File: src/common/rcc_pkg.sv
package rcc_pkg;

  // ----------------------------------------------------------
  // bus and register widths
  // ----------------------------------------------------------
  localparam int APB_ADDR_W  = 12;
  localparam int DATA_W      = 32;
  // number of reset sources latched per core
  localparam int RST_SRC_NUM = 14;

  // register byte offsets
  localparam logic [APB_ADDR_W-1:0] ADDR_C1_RSR = 12'h000;
  localparam logic [APB_ADDR_W-1:0] ADDR_C2_RSR = 12'h004;
  localparam logic [APB_ADDR_W-1:0] ADDR_CSR    = 12'h008;

  // ----------------------------------------------------------
  // status register field positions
  // ----------------------------------------------------------
  // rst_src[13] maps to lpwr2, down to rst_src[0] for obl
  localparam int BIT_LPWR2 = 31;
  localparam int BIT_LPWR1 = 30;
  localparam int BIT_WWDG2 = 29;
  localparam int BIT_WWDG1 = 28;
  localparam int BIT_IWDG2 = 27;
  localparam int BIT_IWDG1 = 26;
  localparam int BIT_SFT2  = 25;
  localparam int BIT_SFT1  = 24;
  localparam int BIT_POR   = 23;
  localparam int BIT_PIN   = 22;
  localparam int BIT_BOR   = 21;
  localparam int BIT_D2    = 20;
  localparam int BIT_D1    = 19;
  // bit 18 reserved, reads 0
  localparam int BIT_OBL   = 17;
  localparam int BIT_RMVF  = 16;

  // csr fields
  localparam int BIT_LSIRDY = 1;
  localparam int BIT_LSION  = 0;

  // por, pin, bor, d2 and d1 come up set
  localparam logic [RST_SRC_NUM-1:0] RSR_RESET_VAL = 14'h003e;
  // power-on source slot in rst_src
  localparam int SRC_POR_IDX = 5;

  // ----------------------------------------------------------
  // enums
  // ----------------------------------------------------------
  typedef enum logic [1:0] {
    ST_IDLE,
    ST_SETUP,
    ST_ACCESS
  } apb_state_t;

  // register opcode on the internal bus
  typedef enum logic [1:0] {
    SEL_C1_RSR,
    SEL_C2_RSR,
    SEL_CSR,
    SEL_NONE
  } reg_sel_t;

endpackage

File: src/common/rcc_reg_bus_if.sv
`timescale 1ns/1ps

// internal register access between apb fsm and register file
interface rcc_reg_bus_if;

  // target register, held for the whole transfer
  rcc_pkg::reg_sel_t           sel;
  // single-cycle write strobe
  logic                        wr;
  logic [rcc_pkg::DATA_W-1:0]  wdata;
  // combinational read word for sel
  logic [rcc_pkg::DATA_W-1:0]  rdata;

  // apb side
  modport fsm (
    output sel,
    output wr,
    output wdata,
    input  rdata
  );

  // register file side
  modport regs (
    input  sel,
    input  wr,
    input  wdata,
    output rdata
  );

endinterface

File: src/design/rcc_apb_fsm.sv
`timescale 1ns/1ps

module rcc_apb_fsm (
  input  logic                            clk,
  input  logic                            reset,
  input  logic                            psel,
  input  logic                            penable,
  input  logic                            pwrite,
  input  logic [rcc_pkg::APB_ADDR_W-1:0]  paddr,
  input  logic [rcc_pkg::DATA_W-1:0]      pwdata,
  output logic [rcc_pkg::DATA_W-1:0]      prdata,
  output logic                            pready,
  output logic                            pslverr,
  rcc_reg_bus_if.fsm                      bus
);

  rcc_pkg::apb_state_t state;
  rcc_pkg::reg_sel_t   sel_q;

  // address map with full compare so holes fall to SEL_NONE
  function automatic rcc_pkg::reg_sel_t decode_addr(
    input logic [rcc_pkg::APB_ADDR_W-1:0] addr
  );
    case (addr)
      rcc_pkg::ADDR_C1_RSR: decode_addr = rcc_pkg::SEL_C1_RSR;
      rcc_pkg::ADDR_C2_RSR: decode_addr = rcc_pkg::SEL_C2_RSR;
      rcc_pkg::ADDR_CSR:    decode_addr = rcc_pkg::SEL_CSR;
      default:              decode_addr = rcc_pkg::SEL_NONE;
    endcase
  endfunction

  // ----------------------------------------------------------
  // state machine
  // ----------------------------------------------------------
  // idle waits for a setup cycle and latches the decoded select
  // setup is the first access cycle and the one wait state
  // access is the second access cycle with pready high
  always_ff @(posedge clk) begin
    if (reset) begin
      state <= rcc_pkg::ST_IDLE;
      sel_q <= rcc_pkg::SEL_NONE;
    end else begin
      case (state)
        rcc_pkg::ST_IDLE: begin
          if (psel && !penable) begin
            sel_q <= decode_addr(paddr);
            state <= rcc_pkg::ST_SETUP;
          end
        end
        rcc_pkg::ST_SETUP: begin
          // penable must follow the setup cycle
          if (psel && penable) begin
            state <= rcc_pkg::ST_ACCESS;
          end else begin
            state <= rcc_pkg::ST_IDLE;
          end
        end
        rcc_pkg::ST_ACCESS: begin
          state <= rcc_pkg::ST_IDLE;
        end
        default: begin
          state <= rcc_pkg::ST_IDLE;
        end
      endcase
    end
  end

  // read word sampled in the wait cycle and valid with pready
  always_ff @(posedge clk) begin
    if (state == rcc_pkg::ST_SETUP) begin
      prdata <= pwrite ? '0 : bus.rdata;
    end
  end

  // ----------------------------------------------------------
  // outputs
  // ----------------------------------------------------------
  assign pready    = (state == rcc_pkg::ST_ACCESS);
  // unmapped offset gives an error on completion
  assign pslverr   = pready && (sel_q == rcc_pkg::SEL_NONE);

  assign bus.sel   = sel_q;
  // register file updates at the edge closing the pready cycle
  assign bus.wr    = pready && pwrite;
  assign bus.wdata = pwdata;

  // ----------------------------------------------------------
  // protocol checks
  // ----------------------------------------------------------
  // master still in the access phase when pready rises
  a_pready_wait : assert property (
    @(posedge clk) disable iff (reset)
    pready |-> psel && penable
  );

  // error completion returns zero read data
  a_pslverr_ready : assert property (
    @(posedge clk) disable iff (reset)
    pslverr |-> pready && (prdata == '0)
  );

  // write strobe only for a transfer that was a write since its setup cycle
  a_wr_strobe : assert property (
    @(posedge clk) disable iff (reset)
    bus.wr |-> pready && $past(pwrite, 2)
  );

endmodule

File: src/reset_flags/rcc_rsr_core.sv
`timescale 1ns/1ps

module rcc_rsr_core (
  input  logic                             clk,
  input  logic                             reset,
  input  logic [rcc_pkg::RST_SRC_NUM-1:0]  rst_src,
  input  logic                             rmvf_wr,
  input  logic                             rmvf_wdata,
  output logic [rcc_pkg::RST_SRC_NUM-1:0]  flags,
  output logic                             rmvf
);

  logic [rcc_pkg::RST_SRC_NUM-1:0] flags_nxt;
  // power-on flag alone, for the clear check
  logic [rcc_pkg::RST_SRC_NUM-1:0] por_only;

  // ----------------------------------------------------------
  // flag next state
  // ----------------------------------------------------------
  always_comb begin
    for (int i = 0; i < rcc_pkg::RST_SRC_NUM; i++) begin
      if (i == rcc_pkg::SRC_POR_IDX) begin
        // power-on set wins over rmvf clear
        if (rst_src[i]) begin
          flags_nxt[i] = 1'b1;
        end else if (rmvf) begin
          flags_nxt[i] = 1'b0;
        end else begin
          flags_nxt[i] = flags[i];
        end
      end else begin
        // clear wins, sticky otherwise
        if (rmvf) begin
          flags_nxt[i] = 1'b0;
        end else if (rst_src[i]) begin
          flags_nxt[i] = 1'b1;
        end else begin
          flags_nxt[i] = flags[i];
        end
      end
    end
  end

  // ----------------------------------------------------------
  // flag and rmvf registers
  // ----------------------------------------------------------
  always_ff @(posedge clk) begin
    if (reset) begin
      flags <= rcc_pkg::RSR_RESET_VAL;
      rmvf  <= 1'b0;
    end else begin
      flags <= flags_nxt;
      // plain r/w bit, clear is level driven from here
      if (rmvf_wr) begin
        rmvf <= rmvf_wdata;
      end
    end
  end

  always_comb begin
    por_only = '0;
    por_only[rcc_pkg::SRC_POR_IDX] = flags[rcc_pkg::SRC_POR_IDX];
  end

  // rmvf held with no source active leaves at most the por flag
  a_rmvf_clears : assert property (
    @(posedge clk) disable iff (reset)
    (rmvf && (rst_src == '0)) |=> (flags == por_only)
  );

endmodule

File: src/design/rcc_reg_file.sv
`timescale 1ns/1ps

module rcc_reg_file (
  input  logic                             clk,
  input  logic                             reset,
  rcc_reg_bus_if.regs                      bus,
  input  logic [rcc_pkg::RST_SRC_NUM-1:0]  rst_src,
  input  logic                             lsi_rdy,
  output logic                             lsion
);

  logic [rcc_pkg::RST_SRC_NUM-1:0] c1_flags;
  logic [rcc_pkg::RST_SRC_NUM-1:0] c2_flags;
  logic                            c1_rmvf;
  logic                            c2_rmvf;
  logic                            c1_rmvf_wr;
  logic                            c2_rmvf_wr;
  logic [rcc_pkg::DATA_W-1:0]      c1_word;
  logic [rcc_pkg::DATA_W-1:0]      c2_word;
  logic [rcc_pkg::DATA_W-1:0]      csr_word;

  // status word layout, flags read-only
  function automatic logic [rcc_pkg::DATA_W-1:0] pack_rsr(
    input logic [rcc_pkg::RST_SRC_NUM-1:0] f,
    input logic                            rm
  );
    logic [rcc_pkg::DATA_W-1:0] w;
    w = '0;
    w[rcc_pkg::BIT_LPWR2] = f[13];
    w[rcc_pkg::BIT_LPWR1] = f[12];
    w[rcc_pkg::BIT_WWDG2] = f[11];
    w[rcc_pkg::BIT_WWDG1] = f[10];
    w[rcc_pkg::BIT_IWDG2] = f[9];
    w[rcc_pkg::BIT_IWDG1] = f[8];
    w[rcc_pkg::BIT_SFT2]  = f[7];
    w[rcc_pkg::BIT_SFT1]  = f[6];
    w[rcc_pkg::BIT_POR]   = f[rcc_pkg::SRC_POR_IDX];
    w[rcc_pkg::BIT_PIN]   = f[4];
    w[rcc_pkg::BIT_BOR]   = f[3];
    w[rcc_pkg::BIT_D2]    = f[2];
    w[rcc_pkg::BIT_D1]    = f[1];
    w[rcc_pkg::BIT_OBL]   = f[0];
    w[rcc_pkg::BIT_RMVF]  = rm;
    return w;
  endfunction

  // ----------------------------------------------------------
  // per-core status registers
  // ----------------------------------------------------------
  assign c1_rmvf_wr = bus.wr && (bus.sel == rcc_pkg::SEL_C1_RSR);
  assign c2_rmvf_wr = bus.wr && (bus.sel == rcc_pkg::SEL_C2_RSR);

  rcc_rsr_core u_c1_rsr (
    .clk        (clk),
    .reset      (reset),
    .rst_src    (rst_src),
    .rmvf_wr    (c1_rmvf_wr),
    .rmvf_wdata (bus.wdata[rcc_pkg::BIT_RMVF]),
    .flags      (c1_flags),
    .rmvf       (c1_rmvf)
  );

  rcc_rsr_core u_c2_rsr (
    .clk        (clk),
    .reset      (reset),
    .rst_src    (rst_src),
    .rmvf_wr    (c2_rmvf_wr),
    .rmvf_wdata (bus.wdata[rcc_pkg::BIT_RMVF]),
    .flags      (c2_flags),
    .rmvf       (c2_rmvf)
  );

  // ----------------------------------------------------------
  // control/status register
  // ----------------------------------------------------------
  // lsion, only writable bit of the csr
  always_ff @(posedge clk) begin
    if (reset) begin
      lsion <= 1'b0;
    end else if (bus.wr && (bus.sel == rcc_pkg::SEL_CSR)) begin
      lsion <= bus.wdata[rcc_pkg::BIT_LSION];
    end
  end

  always_comb begin
    csr_word = '0;
    // lsirdy straight from the oscillator, no sync stage
    csr_word[rcc_pkg::BIT_LSIRDY] = lsi_rdy;
    csr_word[rcc_pkg::BIT_LSION]  = lsion;
  end

  // ----------------------------------------------------------
  // read mux
  // ----------------------------------------------------------
  assign c1_word = pack_rsr(c1_flags, c1_rmvf);
  assign c2_word = pack_rsr(c2_flags, c2_rmvf);

  always_comb begin
    case (bus.sel)
      rcc_pkg::SEL_C1_RSR: bus.rdata = c1_word;
      rcc_pkg::SEL_C2_RSR: bus.rdata = c2_word;
      rcc_pkg::SEL_CSR:    bus.rdata = csr_word;
      // unmapped reads as zero
      default:             bus.rdata = '0;
    endcase
  end

endmodule

File: src/design/rcc_reset_ctrl_top.sv
`timescale 1ns/1ps

module rcc_reset_ctrl_top (
  input  logic                             clk,
  input  logic                             reset,
  // apb slave
  input  logic                             psel,
  input  logic                             penable,
  input  logic                             pwrite,
  input  logic [rcc_pkg::APB_ADDR_W-1:0]   paddr,
  input  logic [rcc_pkg::DATA_W-1:0]       pwdata,
  output logic [rcc_pkg::DATA_W-1:0]       prdata,
  output logic                             pready,
  output logic                             pslverr,
  // reset source pulses, lpwr2 at msb
  input  logic [rcc_pkg::RST_SRC_NUM-1:0]  rst_src,
  // low-speed oscillator
  input  logic                             lsi_rdy,
  output logic                             lsion
);

  // ----------------------------------------------------------
  // internal register bus
  // ----------------------------------------------------------
  rcc_reg_bus_if u_reg_bus ();

  // ----------------------------------------------------------
  // apb front end
  // ----------------------------------------------------------
  rcc_apb_fsm u_apb_fsm (
    .clk     (clk),
    .reset   (reset),
    .psel    (psel),
    .penable (penable),
    .pwrite  (pwrite),
    .paddr   (paddr),
    .pwdata  (pwdata),
    .prdata  (prdata),
    .pready  (pready),
    .pslverr (pslverr),
    .bus     (u_reg_bus.fsm)
  );

  // ----------------------------------------------------------
  // status and control registers
  // ----------------------------------------------------------
  rcc_reg_file u_reg_file (
    .clk     (clk),
    .reset   (reset),
    .bus     (u_reg_bus.regs),
    .rst_src (rst_src),
    .lsi_rdy (lsi_rdy),
    .lsion   (lsion)
  );

endmodule

File: config.mk
export PLATFORM = sky130hd
export DESIGN_NAME = rcc_reset_ctrl_top
export DESIGN_NICKNAME = d
export VERILOG_FILES = /design/src/common/rcc_pkg.sv /design/src/common/rcc_reg_bus_if.sv /design/src/design/rcc_apb_fsm.sv /design/src/reset_flags/rcc_rsr_core.sv /design/src/design/rcc_reg_file.sv /design/src/design/rcc_reset_ctrl_top.sv
export SDC_FILE = /design/constraint.sdc
export NUM_CORES = 1
export LEC_CHECK = 0
export BUFFER_PORTS_ARGS = -buffer_cell sky130_fd_sc_hd__buf_2
export CAP_MARGIN = 20
export CELL_PAD_IN_SITES_DETAIL_PLACEMENT = 1
export CELL_PAD_IN_SITES_GLOBAL_PLACEMENT = 1
export CORE_ASPECT_RATIO = 0.5
export CORE_MARGIN = 4
export CORE_UTILIZATION = 36
export DETAILED_ROUTE_END_ITERATION = 10
export PLACE_DENSITY = 0.83
export SETUP_SLACK_MARGIN = 0.05
export SLEW_MARGIN = 20
export SYNTH_ARGS = -nofsm -noshare
export SYNTH_HDL_FRONTEND = slang
export SYNTH_SLANG_ARGS = --single-unit
File: constraint.sdc
create_clock -name clk -period 4.8 [get_ports clk]
set_input_delay 0.24 -clock clk [delete_from_list [all_inputs] [get_ports clk]]
set_output_delay 0.24 -clock clk [all_outputs]
set_load 0.01 [all_outputs]
==> flow_summary.yaml, run 1 <==
power_and_ir_drop:
  pwr-share-seq: 0.503
  vdd_ir_drop_max_v: 0.000241
  power_switching_share: 0.205
  net-switching-power_w: 0.000193
  p_comb_frac: 0.055
  internal_power_w: 0.000748
  p_leak_nw: 1.16
  powerDensity_nw_per_um2: 378
  power.share.clock: 0.442
setup_path:
  path_class: "flop to output port"
  slowest_stage: "sky130_fd_sc_hd__dfxtp_1"
  cpLargestDelayFamily: "flip-flops"
  crit_path_max_incr_delay_ns: 1.04
  cp_capture_type: "output port"
  timing.critical_path.arrival_ns: 1.75
  critPathBufInv: 1
  timing.critical_path.required_ns: 4.56
  crit_path_cell_trace: "and3_1, buf_2"
  crit_path_start_kind: "flop"
  worst-path-max-fanout: 20
routing:
  wl_per_cell_um: 15.6
  drc: 0
  vias: 1436
  firstDrtPassIters: 4
  viasPerCell: 4.74
  antenna_violating_nets_post_route: 0
  drt_total_wl_mm: 4.72
  first_iter_violations: 23
layout:
  area.growth.synth_to_final_pct: 21.7
  layout.cells.most_common_list: "53 x sky130_fd_sc_hd__buf_2, 35 x sky130_fd_sc_hd__dfxtp_1, 28 x sky130_fd_sc_hd__nor2_1"
  utilization: 0.454
  design.final.nets: 293
  commonest_non_fill_non_tap_cell_in_the_layout: "sky130_fd_sc_hd__buf_2"
  finish.cell_count_without_fillers: 303
  num_antenna_cells: 0
  layout-drive-gt1-share: 0.283
synthesis:
  post_synth.cell_area_avg_um2: 11.5
  seq_area_frac_synth: 0.591
  synth-seq-cells: 52
  synth_area_um2: 2050
  ys.warnings.count: 0
  netlist_instances: 178
  synth_cell_type_count: 28
clock_network:
  clkSinkCount: 52
  cts_setup_buffers: 0
  cts.hold.buffers_added: 0
  clkSlewWorstSetupHoldPaths_ns: 0.07
  worst_skew_pair_later_pin_latency_ns: 0.29
  tritoncts: "yes"
  postCtsResizedCells: 0
  number_of_buffers_between_clock_root_and_the_deepest_sink: 2
  tritoncts.num_buffers: 5
  h_tree_levels: 2
  clock-root-buffer: "sky130_fd_sc_hd__clkbuf_16"
min_path:
  timing.hold.worst.class: "primary input to flop"
timing:
  fin_hold_ws_ns: 0.166
  worstMarginPinSlew_ns: 1.08
  post-route-period-util: 0.414
  timing.setup.tns_ns: 0
  maxSlewHeadroom: 0.280
  skew_ns: 0.00558
  final-max-slew-violation-count: 0
  setup_repair_after_global_routing_missed_its_margin: "no"
  timing.fmax_ghz: 0.503
  finalHoldViolCount: 0
  period_needed_ns: 1.99
  setup-violations-final: 0
die:
  boundaryPins: 99
  die_w_um: 115
  placement_rows: 19
  die_height_um: 61.3
  floorplan.initialDensity: 0.373
  fp.coreArea_um2: 5490
  dieArea_um2: 7030
global_route:
  grt.overflow.total: 0
  grt_start_max_net_pins: 22
  wire_length_of_the_first_global_routing_pass_mm: 7.34
  number_of_global_route_vias_before_repair: 1494
  initial_antenna_violation_count: 0
  globalRouteTotalUtil: 0.139
placement:
  port_buffers: 53
  post-dp-hpwl_mm: 3.35
  place.gp.congestion: 0.687
  dp_cells: 295
status:
  outcome: "complete, no violations"
job:
  drv_cap: 0
[per-layer routing]
layer	track usage	up-vias	wire [µm]
li1	-	688	-
met1	0.148	709	2010
met2	0.267	33	2430
met3	0.0432	6	216
met4	0.0541	0	73
met5	0	-	0
[metrics by stage]
step                      setup slack (ns)  instance area [µm²]  power (W)
after floorplan                       3.21                 2100   0.000519
after global placement                3.11                 2310   0.000532
after detailed placement              3.14                 2310   0.000536
after CTS                             2.79                 2490   0.000946
after global routing                  2.73                 2490   0.000976
final                                 2.81                 2490   0.000941
[logic make-up after synthesis]
kind of cell           synth area share
flip-flops                        0.591
AND/OR/NAND/NOR                   0.136
AO/OA/AOI/OAI                     0.111
buffers and inverters            0.0770
multiplexers                     0.0831
other                           0.00183
[worst paths after layout]
kind	start	to	slack [ns]	cells past startpoint
worst max register to register	u_apb_fsm.bus.sel[0]	u_reg_file.u_c2_rsr.rmvf	3.10	2
worst max-delay path	u_apb_fsm.bus.sel[0]	pslverr	2.81	2
worst min register to register	u_reg_file.u_c1_rsr.flags[10]	u_reg_file.u_c1_rsr.flags[10]	0.45	1
worst min-delay path	rst_src[0]	u_reg_file.u_c2_rsr.flags[0]	0.17	2
[cells in the mapped netlist]
| cell | number | area [µm²] |
|---|---|---|
| sky130_fd_sc_hd__a31oi_1 | 2 | 12.5 |
| sky130_fd_sc_hd__nand2b_1 | 4 | 25.0 |
| sky130_fd_sc_hd__nor3b_1 | 3 | 22.5 |
| sky130_fd_sc_hd__dfxtp_1 | 35 | 701 |
| sky130_fd_sc_hd__and4b_1 | 1 | 10.0 |
| sky130_fd_sc_hd__o21a_1 | 18 | 135 |
| sky130_fd_sc_hd__o21bai_1 | 8 | 60.1 |
| sky130_fd_sc_hd__nor4_4 | 1 | 21.3 |
| sky130_fd_sc_hd__buf_2 | 3 | 15.0 |
| sky130_fd_sc_hd__inv_1 | 3 | 11.3 |
| sky130_fd_sc_hd__or3_1 | 1 | 6.26 |
| sky130_fd_sc_hd__nor2_1 | 28 | 105 |
| sky130_fd_sc_hd__edfxtp_1 | 17 | 510 |
| sky130_fd_sc_hd__buf_4 | 15 | 113 |
| sky130_fd_sc_hd__buf_1 | 2 | 7.51 |
| sky130_fd_sc_hd__mux2i_1 | 17 | 170 |
| sky130_fd_sc_hd__clkbuf_1 | 3 | 11.3 |
| sky130_fd_sc_hd__or2_2 | 1 | 6.26 |
| sky130_fd_sc_hd__or4_1 | 1 | 7.51 |
| sky130_fd_sc_hd__o21ai_0 | 3 | 15.0 |
| sky130_fd_sc_hd__nor4b_2 | 1 | 15.0 |
| sky130_fd_sc_hd__or4_4 | 1 | 11.3 |
| sky130_fd_sc_hd__nand3b_1 | 1 | 7.51 |
| sky130_fd_sc_hd__nor2b_1 | 3 | 18.8 |
| sky130_fd_sc_hd__a21oi_1 | 1 | 5.00 |
| sky130_fd_sc_hd__conb_1 | 1 | 3.75 |
| sky130_fd_sc_hd__and3_1 | 1 | 6.26 |
| sky130_fd_sc_hd__nor3_1 | 3 | 15.0 |
[state kept, by name, summed over array words and instances (netlist names)]
| name | cells |
|---|---|
| u_apb_fsm.prdata | 17 |
| u_reg_file.u_c1_rsr.flags | 14 |
| u_reg_file.u_c2_rsr.flags | 14 |
| u_apb_fsm.bus.sel | 2 |
| u_apb_fsm.state | 2 |
| u_reg_file.lsion | 1 |
| u_reg_file.u_c1_rsr.rmvf | 1 |
| u_reg_file.u_c2_rsr.rmvf | 1 |
[area by class of cell]
class / count / area (µm²)
Multi-Input combinational cell: 114 / 734
Sequential cell: 52 / 1210
Fill cell: 626 / 3000
Clock buffer: 8 / 179
Tap cell: 73 / 91.3
Timing Repair Buffer: 53 / 265
Inverter: 3 / 11.3
[power groups by stage]
stage	clock, W	sequential [W]	combinational, W
3_5_place_dp	0	0.000484	0.0000520
3_3_place_gp	0	0.000482	0.0000496
4_1_cts	0.000420	0.000474	0.0000522
6_report	0.000416	0.000474	0.0000514
5_1_grt	0.000443	0.000476	0.0000571
2_1_floorplan	0	0.000484	0.0000350
Power figures use the tool's default switching activity.
==> inputs of run 2 (changes only) <==
Settings changed: CORE_UTILIZATION 36 to 30, PLACE_DENSITY 0.83 to 0.74.
Clock period 4.8 ns to 1.7 ns, I/O delays scaled along.
==> run 2 against run 1 <==
Compared with the run above: sequential cell count did not move; routed wire length is 0.42% lower; utilization decreased by 4.9 points; via count decreased by 1.5%; clock power rose to 3.0 times the previous value; combinational power rose to 3.0 times the previous value; power rose to 2.9 times the previous value; hold slack got worse by 0.15 ns; clock skew grew 0.00057 ns; sequential share of layout area down 1.3 points; sequential power grew to 2.8 times the previous value; non-clock buffer count increased by 6; highest routed layer unchanged.
==> flow_summary.yaml, run 2 (synthesized netlist as in run 1, its figures left out) <==
global_route:
  grt_most_used_layer: "met2"
  initial_antenna_violation_count: 0
  grtUsageMet2: 0.224
  grt.overflow.total: 0
  grt.met1_usage: 0.127
  number_of_global_route_vias_before_repair: 1601
  global_route.usage.met3: 0.0323
  wire_length_of_the_first_global_routing_pass_mm: 7.65
  grt_start_max_net_pins: 22
  globalRouteTotalUtil: 0.116
timing:
  timing.setup.tns_ns: 0
  period_needed_ns: 1.25
  finalHoldViolCount: 0
  post-route-period-util: 0.736
  final-max-slew-violation-count: 0
  setup-violations-final: 0
  skew_ns: 0.00615
  timing.fmax_ghz: 0.800
  setup_repair_after_global_routing_missed_its_margin: "no"
  fin_hold_ws_ns: 0.0132
die:
  placement_rows: 20
  die_height_um: 66.4
  floorplan.initialDensity: 0.324
  fp.coreArea_um2: 6330
  boundaryPins: 99
  die_w_um: 125
  dieArea_um2: 8290
layout:
  num_antenna_cells: 0
  commonest_non_fill_non_tap_cell_in_the_layout: "sky130_fd_sc_hd__buf_2"
  biggest_regs: "u_apb_fsm.prdata: 17 flops, u_reg_file.u_c1_rsr.flags: 14 flops, u_reg_file.u_c2_rsr.flags: 14 flops"
  design.final.nets: 299
  area.growth.synth_to_final_pct: 25.1
  num-fill-cells: 716
  number_of_flip_flops_under_the_largest_register_name: 17
  regMostFlops: "u_apb_fsm.prdata"
  layout.cells.most_common_list: "53 x sky130_fd_sc_hd__buf_2, 35 x sky130_fd_sc_hd__dfxtp_1, 28 x sky130_fd_sc_hd__nor2_1"
  layout-drive-gt1-share: 0.302
clock_network:
  cts.hold.buffers_added: 0
  clkSlewWorstSetupHoldPaths_ns: 0.07
  clock-root-buffer: "sky130_fd_sc_hd__clkbuf_16"
  clkSinkCount: 52
  tritoncts: "yes"
  h_tree_levels: 2
  postCtsResizedCells: 0
  tritoncts.num_buffers: 5
  number_of_buffers_between_clock_root_and_the_deepest_sink: 2
  worst_skew_pair_later_pin_latency_ns: 0.28
  cts_setup_buffers: 0
power_and_ir_drop:
  power_switching_share: 0.190
  p_leak_nw: 1.19
  power.share.clock: 0.457
  pwr-share-seq: 0.488
  powerDensity_nw_per_um2: 1070
  net-switching-power_w: 0.000520
  vdd_ir_drop_max_v: 0.000441
  p_comb_frac: 0.056
  internal_power_w: 0.00222
min_path:
  min_from: "rst_src[6]"
  timing.hold.worst.class: "primary input to flop"
  min_path_cells: 2
routing:
  antenna_violating_nets_post_route: 0
  first_iter_violations: 30
  vias: 1415
  drc: 0
  firstDrtPassIters: 4
  wl_per_cell_um: 14.6
  drt_total_wl_mm: 4.70
  viasPerCell: 4.38
setup_path:
  crit-reg2reg-launch: "u_apb_fsm.bus.sel[0]"
  crit_path_start_kind: "flop"
  timing.critical_path.arrival_ns: 1.17
  worst-path-max-fanout: 4
  crit_path_cell_trace: "nor2b_1, and3_1, buf_2"
  crit_path_start: "u_apb_fsm.state[1]"
  path_class: "flop to output port"
  timing.critical_path.required_ns: 1.62
  crit_path_max_incr_delay_ns: 0.43
  length_in_cells_of_the_worst_reg_to_reg_path: 4
  cp_capture_type: "output port"
  slowest_stage: "sky130_fd_sc_hd__dfxtp_1"
status:
  outcome: "complete, no violations"
placement:
  port_buffers: 53
  post-dp-hpwl_mm: 3.52
  place.gp.congestion: 0.691
job:
  drv_cap: 0
[run 2: power by group through the flow]
stage / sequential [W] / clock [W] / combinational [W]
CTS: 0.00134 / 0.00127 / 0.000155
floorplan: 0.00137 / 0 / 0.0000989
global route: 0.00134 / 0.00133 / 0.000169
global placement: 0.00136 / 0 / 0.000145
detailed placement: 0.00137 / 0 / 0.000154
finish: 0.00134 / 0.00125 / 0.000153
[run 2: layout make-up]
type | instances | area [µm²] | share of cell area
inverters | 3 | 11.3 | 0.00439
repair buffers | 59 | 310 | 0.121
clock inverters | 2 | 60.1 | 0.0234
multi-input cells | 114 | 734 | 0.287
clock buffers | 5 | 125 | 0.0488
well taps | 88 | 110 | 0.0430
flip-flops and latches | 52 | 1210 | 0.473
[run 2: path summary, 6_finish.rpt]
path	to	slack, ns
worst max-delay path	pslverr	0.45
worst min-delay path	u_reg_file.u_c2_rsr.flags[6]	0.01
worst max register to register	u_reg_file.lsion	0.49
worst min register to register	u_reg_file.u_c1_rsr.flags[10]	0.45
[run 2: per-layer routing]
| metal | vias up | routed length, µm |
|---|---|---|
| li1 | 700 | - |
| met1 | 676 | 2040 |
| met2 | 37 | 2430 |
| met3 | 2 | 200 |
| met4 | 0 | 27 |
| met5 | - | 0 |
[run 2: metrics by stage]
| stage | cells | area [µm²] | worst slack (ns) | power (W) | utilization |
|---|---|---|---|---|---|
| final | 323 | 2560 | 0.450 | 0.00275 | 0.405 |
| after global routing | 323 | 2560 | 0.385 | 0.00284 | 0.405 |
| after global placement | 316 | 2380 | 0.469 | 0.00151 | 0.375 |
| after floorplan | 192 | 2100 | 0.111 | 0.00146 | - |
| after detailed placement | 316 | 2380 | 0.448 | 0.00152 | 0.375 |
| after CTS | 323 | 2560 | 0.438 | 0.00276 | 0.405 |
[run 2: critical path, delay by kind of cell (launching register included)]
family,cells,cell delay [ns]
flip-flops,1,0.43
buffers and inverters,1,0.12
AND/OR/NAND/NOR,2,0.34
==> inputs of run 3 (changes only) <==
Settings changed: ABC_AREA from default to 1, PLACE_DENSITY 0.74 to 0.75.
Clock period 1.7 ns to 1 ns, I/O delays scaled along.
==> run 3 against run 2 <==
Compared with the run above: the flow now finishes with violations (hold timing, setup timing); synthesized cell count up 38%; final area up 19%; sequential cell count unchanged.
==> flow_summary.yaml, run 3 <==
status:
  outcome: "complete, but fails checks"
  violations: "hold timing, setup timing"
routing:
  first_iter_violations: 86
  drt_total_wl_mm: 6.53
  vias: 1835
  top_layer: "met4"
  viasPerCell: 4.48
  firstDrtPassIters: 4
  drc: 0
  antenna_violating_nets_post_route: 0
  wl_met3_um: 377
  wl_per_cell_um: 15.9
  detailroute.wirelength.met2_mm: 3.27
  drt-met1-wl_mm: 2.76
setup_path:
  timing.critical_path.arrival_ns: 1.13
  cpLargestDelayFamily: "flip-flops"
  length_in_cells_of_the_worst_reg_to_reg_path: 6
  crit_path_start: "u_apb_fsm.bus.sel[0]"
  critical_path_depth: 3
  cp_capture_type: "output port"
  crit_path_max_incr_delay_ns: 0.38
  path_class: "flop to output port"
  crit_path_start_kind: "flop"
  timing.critical_path.required_ns: 0.95
  critPathBufInv: 2
  r2r_setup_slack_ns: -0.14
  crit-reg2reg-launch: "u_apb_fsm.bus.sel[1]"
  worstSetupEndpoint: "pslverr"
  worst-path-max-fanout: 5
  crit_path_cell_trace: "inv_6, nor4_4, buf_2"
  timing.rr.end: "u_apb_fsm.prdata[17]"
  slowest_stage: "sky130_fd_sc_hd__dfxtp_4"
die:
  die_w_um: 129
  placement_rows: 21
  floorplan.initialDensity: 0.318
  dieArea_um2: 8790
  fp.coreArea_um2: 6860
  boundaryPins: 99
  die_height_um: 68.3
power_and_ir_drop:
  power_switching_share: 0.246
  pwr-share-seq: 0.509
  p_leak_nw: 1.29
  report.power.total_w: 0.00449
  vdd_ir_drop_max_v: 0.000761
  powerDensity_nw_per_um2: 1470
  net-switching-power_w: 0.00110
  power.share.clock: 0.373
  internal_power_w: 0.00339
  p_comb_frac: 0.118
global_route:
  grt_start_max_net_pins: 18
  initial_antenna_violation_count: 0
  globalRouteTotalUtil: 0.149
  wire_length_of_the_first_global_routing_pass_mm: 10.0
  grt.overflow.total: 0
  number_of_global_route_vias_before_repair: 2052
min_path:
  min_path_cells: 3
  timing.hold.worst.class: "primary input to flop"
layout:
  finish.cell_count_without_fillers: 410
  biggest_regs: "u_apb_fsm.prdata: 17 flops, u_reg_file.u_c1_rsr.flags: 14 flops, u_reg_file.u_c2_rsr.flags: 14 flops"
  post-route-cell-area_um2: 3050
  area.growth.synth_to_final_pct: 39.5
  commonest_non_fill_non_tap_cell_in_the_layout: "sky130_fd_sc_hd__buf_2"
  number_of_flip_flops_under_the_largest_register_name: 17
  num_antenna_cells: 0
  design.final.nets: 381
  regMostFlops: "u_apb_fsm.prdata"
  layout.cells.most_common_list: "52 x sky130_fd_sc_hd__buf_2, 47 x sky130_fd_sc_hd__inv_1, 29 x sky130_fd_sc_hd__dfxtp_1"
  layout-drive-gt1-share: 0.406
  utilization: 0.444
placement:
  post-dp-hpwl_mm: 4.11
  placed_cell_area_um2: 2590
  dp_cells: 396
  place.gp.congestion: 0.789
  port_buffers: 53
synthesis:
  synth_edf_count: 17
  most_common_cell_in_the_netlist: "sky130_fd_sc_hd__inv_1"
  seq_area_frac_synth: 0.555
  synth-seq-cells: 52
  yosysTopAreaCellShare: 0.321
  synth_area_um2: 2180
  ys.warnings.count: 0
  yosys-top-cells-count: "51 x sky130_fd_sc_hd__inv_1, 35 x sky130_fd_sc_hd__dfxtp_1, 30 x sky130_fd_sc_hd__nor2_1, 24 x sky130_fd_sc_hd__a21oi_1, 24 x sky130_fd_sc_hd__nand2_1"
  synth_cell_type_count: 21
  post_synth.cell_area_avg_um2: 8.91
  synth.top_cells.by_area: "sky130_fd_sc_hd__dfxtp_1 32%, sky130_fd_sc_hd__edfxtp_1 23%, sky130_fd_sc_hd__inv_1 8.8%"
  netlist_instances: 245
  synth_async_sr_flop_share: 0
  synthFlopType: "sky130_fd_sc_hd__dfxtp_1"
  area_leader_netlist: "sky130_fd_sc_hd__dfxtp_1"
timing:
  setup-violations-final: 38
  post-route-period-util: 1.18
  final-max-slew-violation-count: 0
  period_needed_ns: 1.18
  fin_hold_ws_ns: -0.000340
  setup_repair_after_global_routing_missed_its_margin: "yes"
  skew_ns: 0.00624
  timing.fmax_ghz: 0.847
  setup_slack_ns: -0.181
  finalHoldViolCount: 1
clock_network:
  tritoncts: "yes"
  clkSinkCount: 52
  number_of_buffers_between_clock_root_and_the_deepest_sink: 2
  clkSlewWorstSetupHoldPaths_ns: 0.07
  tritoncts.num_buffers: 5
  worst_skew_pair_later_pin_latency_ns: 0.29
  clock-root-buffer: "sky130_fd_sc_hd__clkbuf_16"
  h_tree_levels: 2
job:
  drv_cap: 0
run 3: cells by family (layout without fill, tap and decap cells):
family          after synthesis  after routing  synth area share
buf+inv                      74            132             0.164
compound gates               45             45             0.138
simple gates                 73             74             0.142
flops                        52             52             0.555
other cells                   1             15           0.00172
run 3: tightest hold or removal path, stage by stage:
cell	delay, ns
sky130_fd_sc_hd__buf_2	0.09
sky130_fd_sc_hd__o21ai_0	0.07
sky130_fd_sc_hd__nand2_1	0.05
run 3: timing repair:
item / in CTS / in global routing
setup buffers: 3 / 0
hold buffers: 2 / 0
hold endpoints to repair: 3 / 0
gates resized for setup: 40 / 21
gates cloned: 0 / 1
pin swaps: 11 / 2
setup endpoints to repair: 56 / 50
run 3: power groups by stage:
stage | registers [W] | logic, W | clock network, W
floorplan | 0.00233 | 0.000273 | 0
global placement | 0.00232 | 0.000385 | 0
detailed placement | 0.00233 | 0.000404 | 0
CTS | 0.00228 | 0.000484 | 0.00165
global route | 0.00229 | 0.000584 | 0.00178
finish | 0.00228 | 0.000532 | 0.00167
run 3: worst min path at each step:
stage,start,end
4_1_cts,rst_src[4],u_reg_file.u_c2_rsr.flags[4]
3_5_place_dp,rst_src[5],u_reg_file.u_c2_rsr.flags[5]
2_1_floorplan,reset,u_apb_fsm.state[0]
6_report,rst_src[4],u_reg_file.u_c2_rsr.flags[4]
5_1_grt,rst_src[4],u_reg_file.u_c1_rsr.flags[4]
3_3_place_gp,rst_src[5],u_reg_file.u_c2_rsr.flags[5]
run 3: metrics by stage:
step	hold WS (ns)	setup TNS (ns)	worst slack, ns
final	-0.000340	-2.59	-0.181
after global routing	0.0108	-4.23	-0.205
after CTS	0.00231	-3.66	-0.214
after detailed placement	0.257	-3.34	-0.164
after global placement	0.256	-2.37	-0.121
after floorplan	0.122	-1.30	-0.0805
run 3: cell type report:
cell class | count | area, µm²
Clock buffer | 7 | 133
Clock inverter | 1 | 5.00
Fill cell | 805 | 3810
Inverter | 53 | 213
Multi-Input combinational cell | 134 | 897
Sequential cell | 52 | 1220
Tap cell | 92 | 115
Timing Repair Buffer | 71 | 460
run 3: routing by layer:
| metal | vias up | track usage |
|---|---|---|
| li1 | 881 | - |
| met2 | 69 | 0.281 |
| met5 | - | 0 |
| met3 | 13 | 0.0343 |
| met1 | 872 | 0.165 |
| met4 | 0 | 0.0589 |
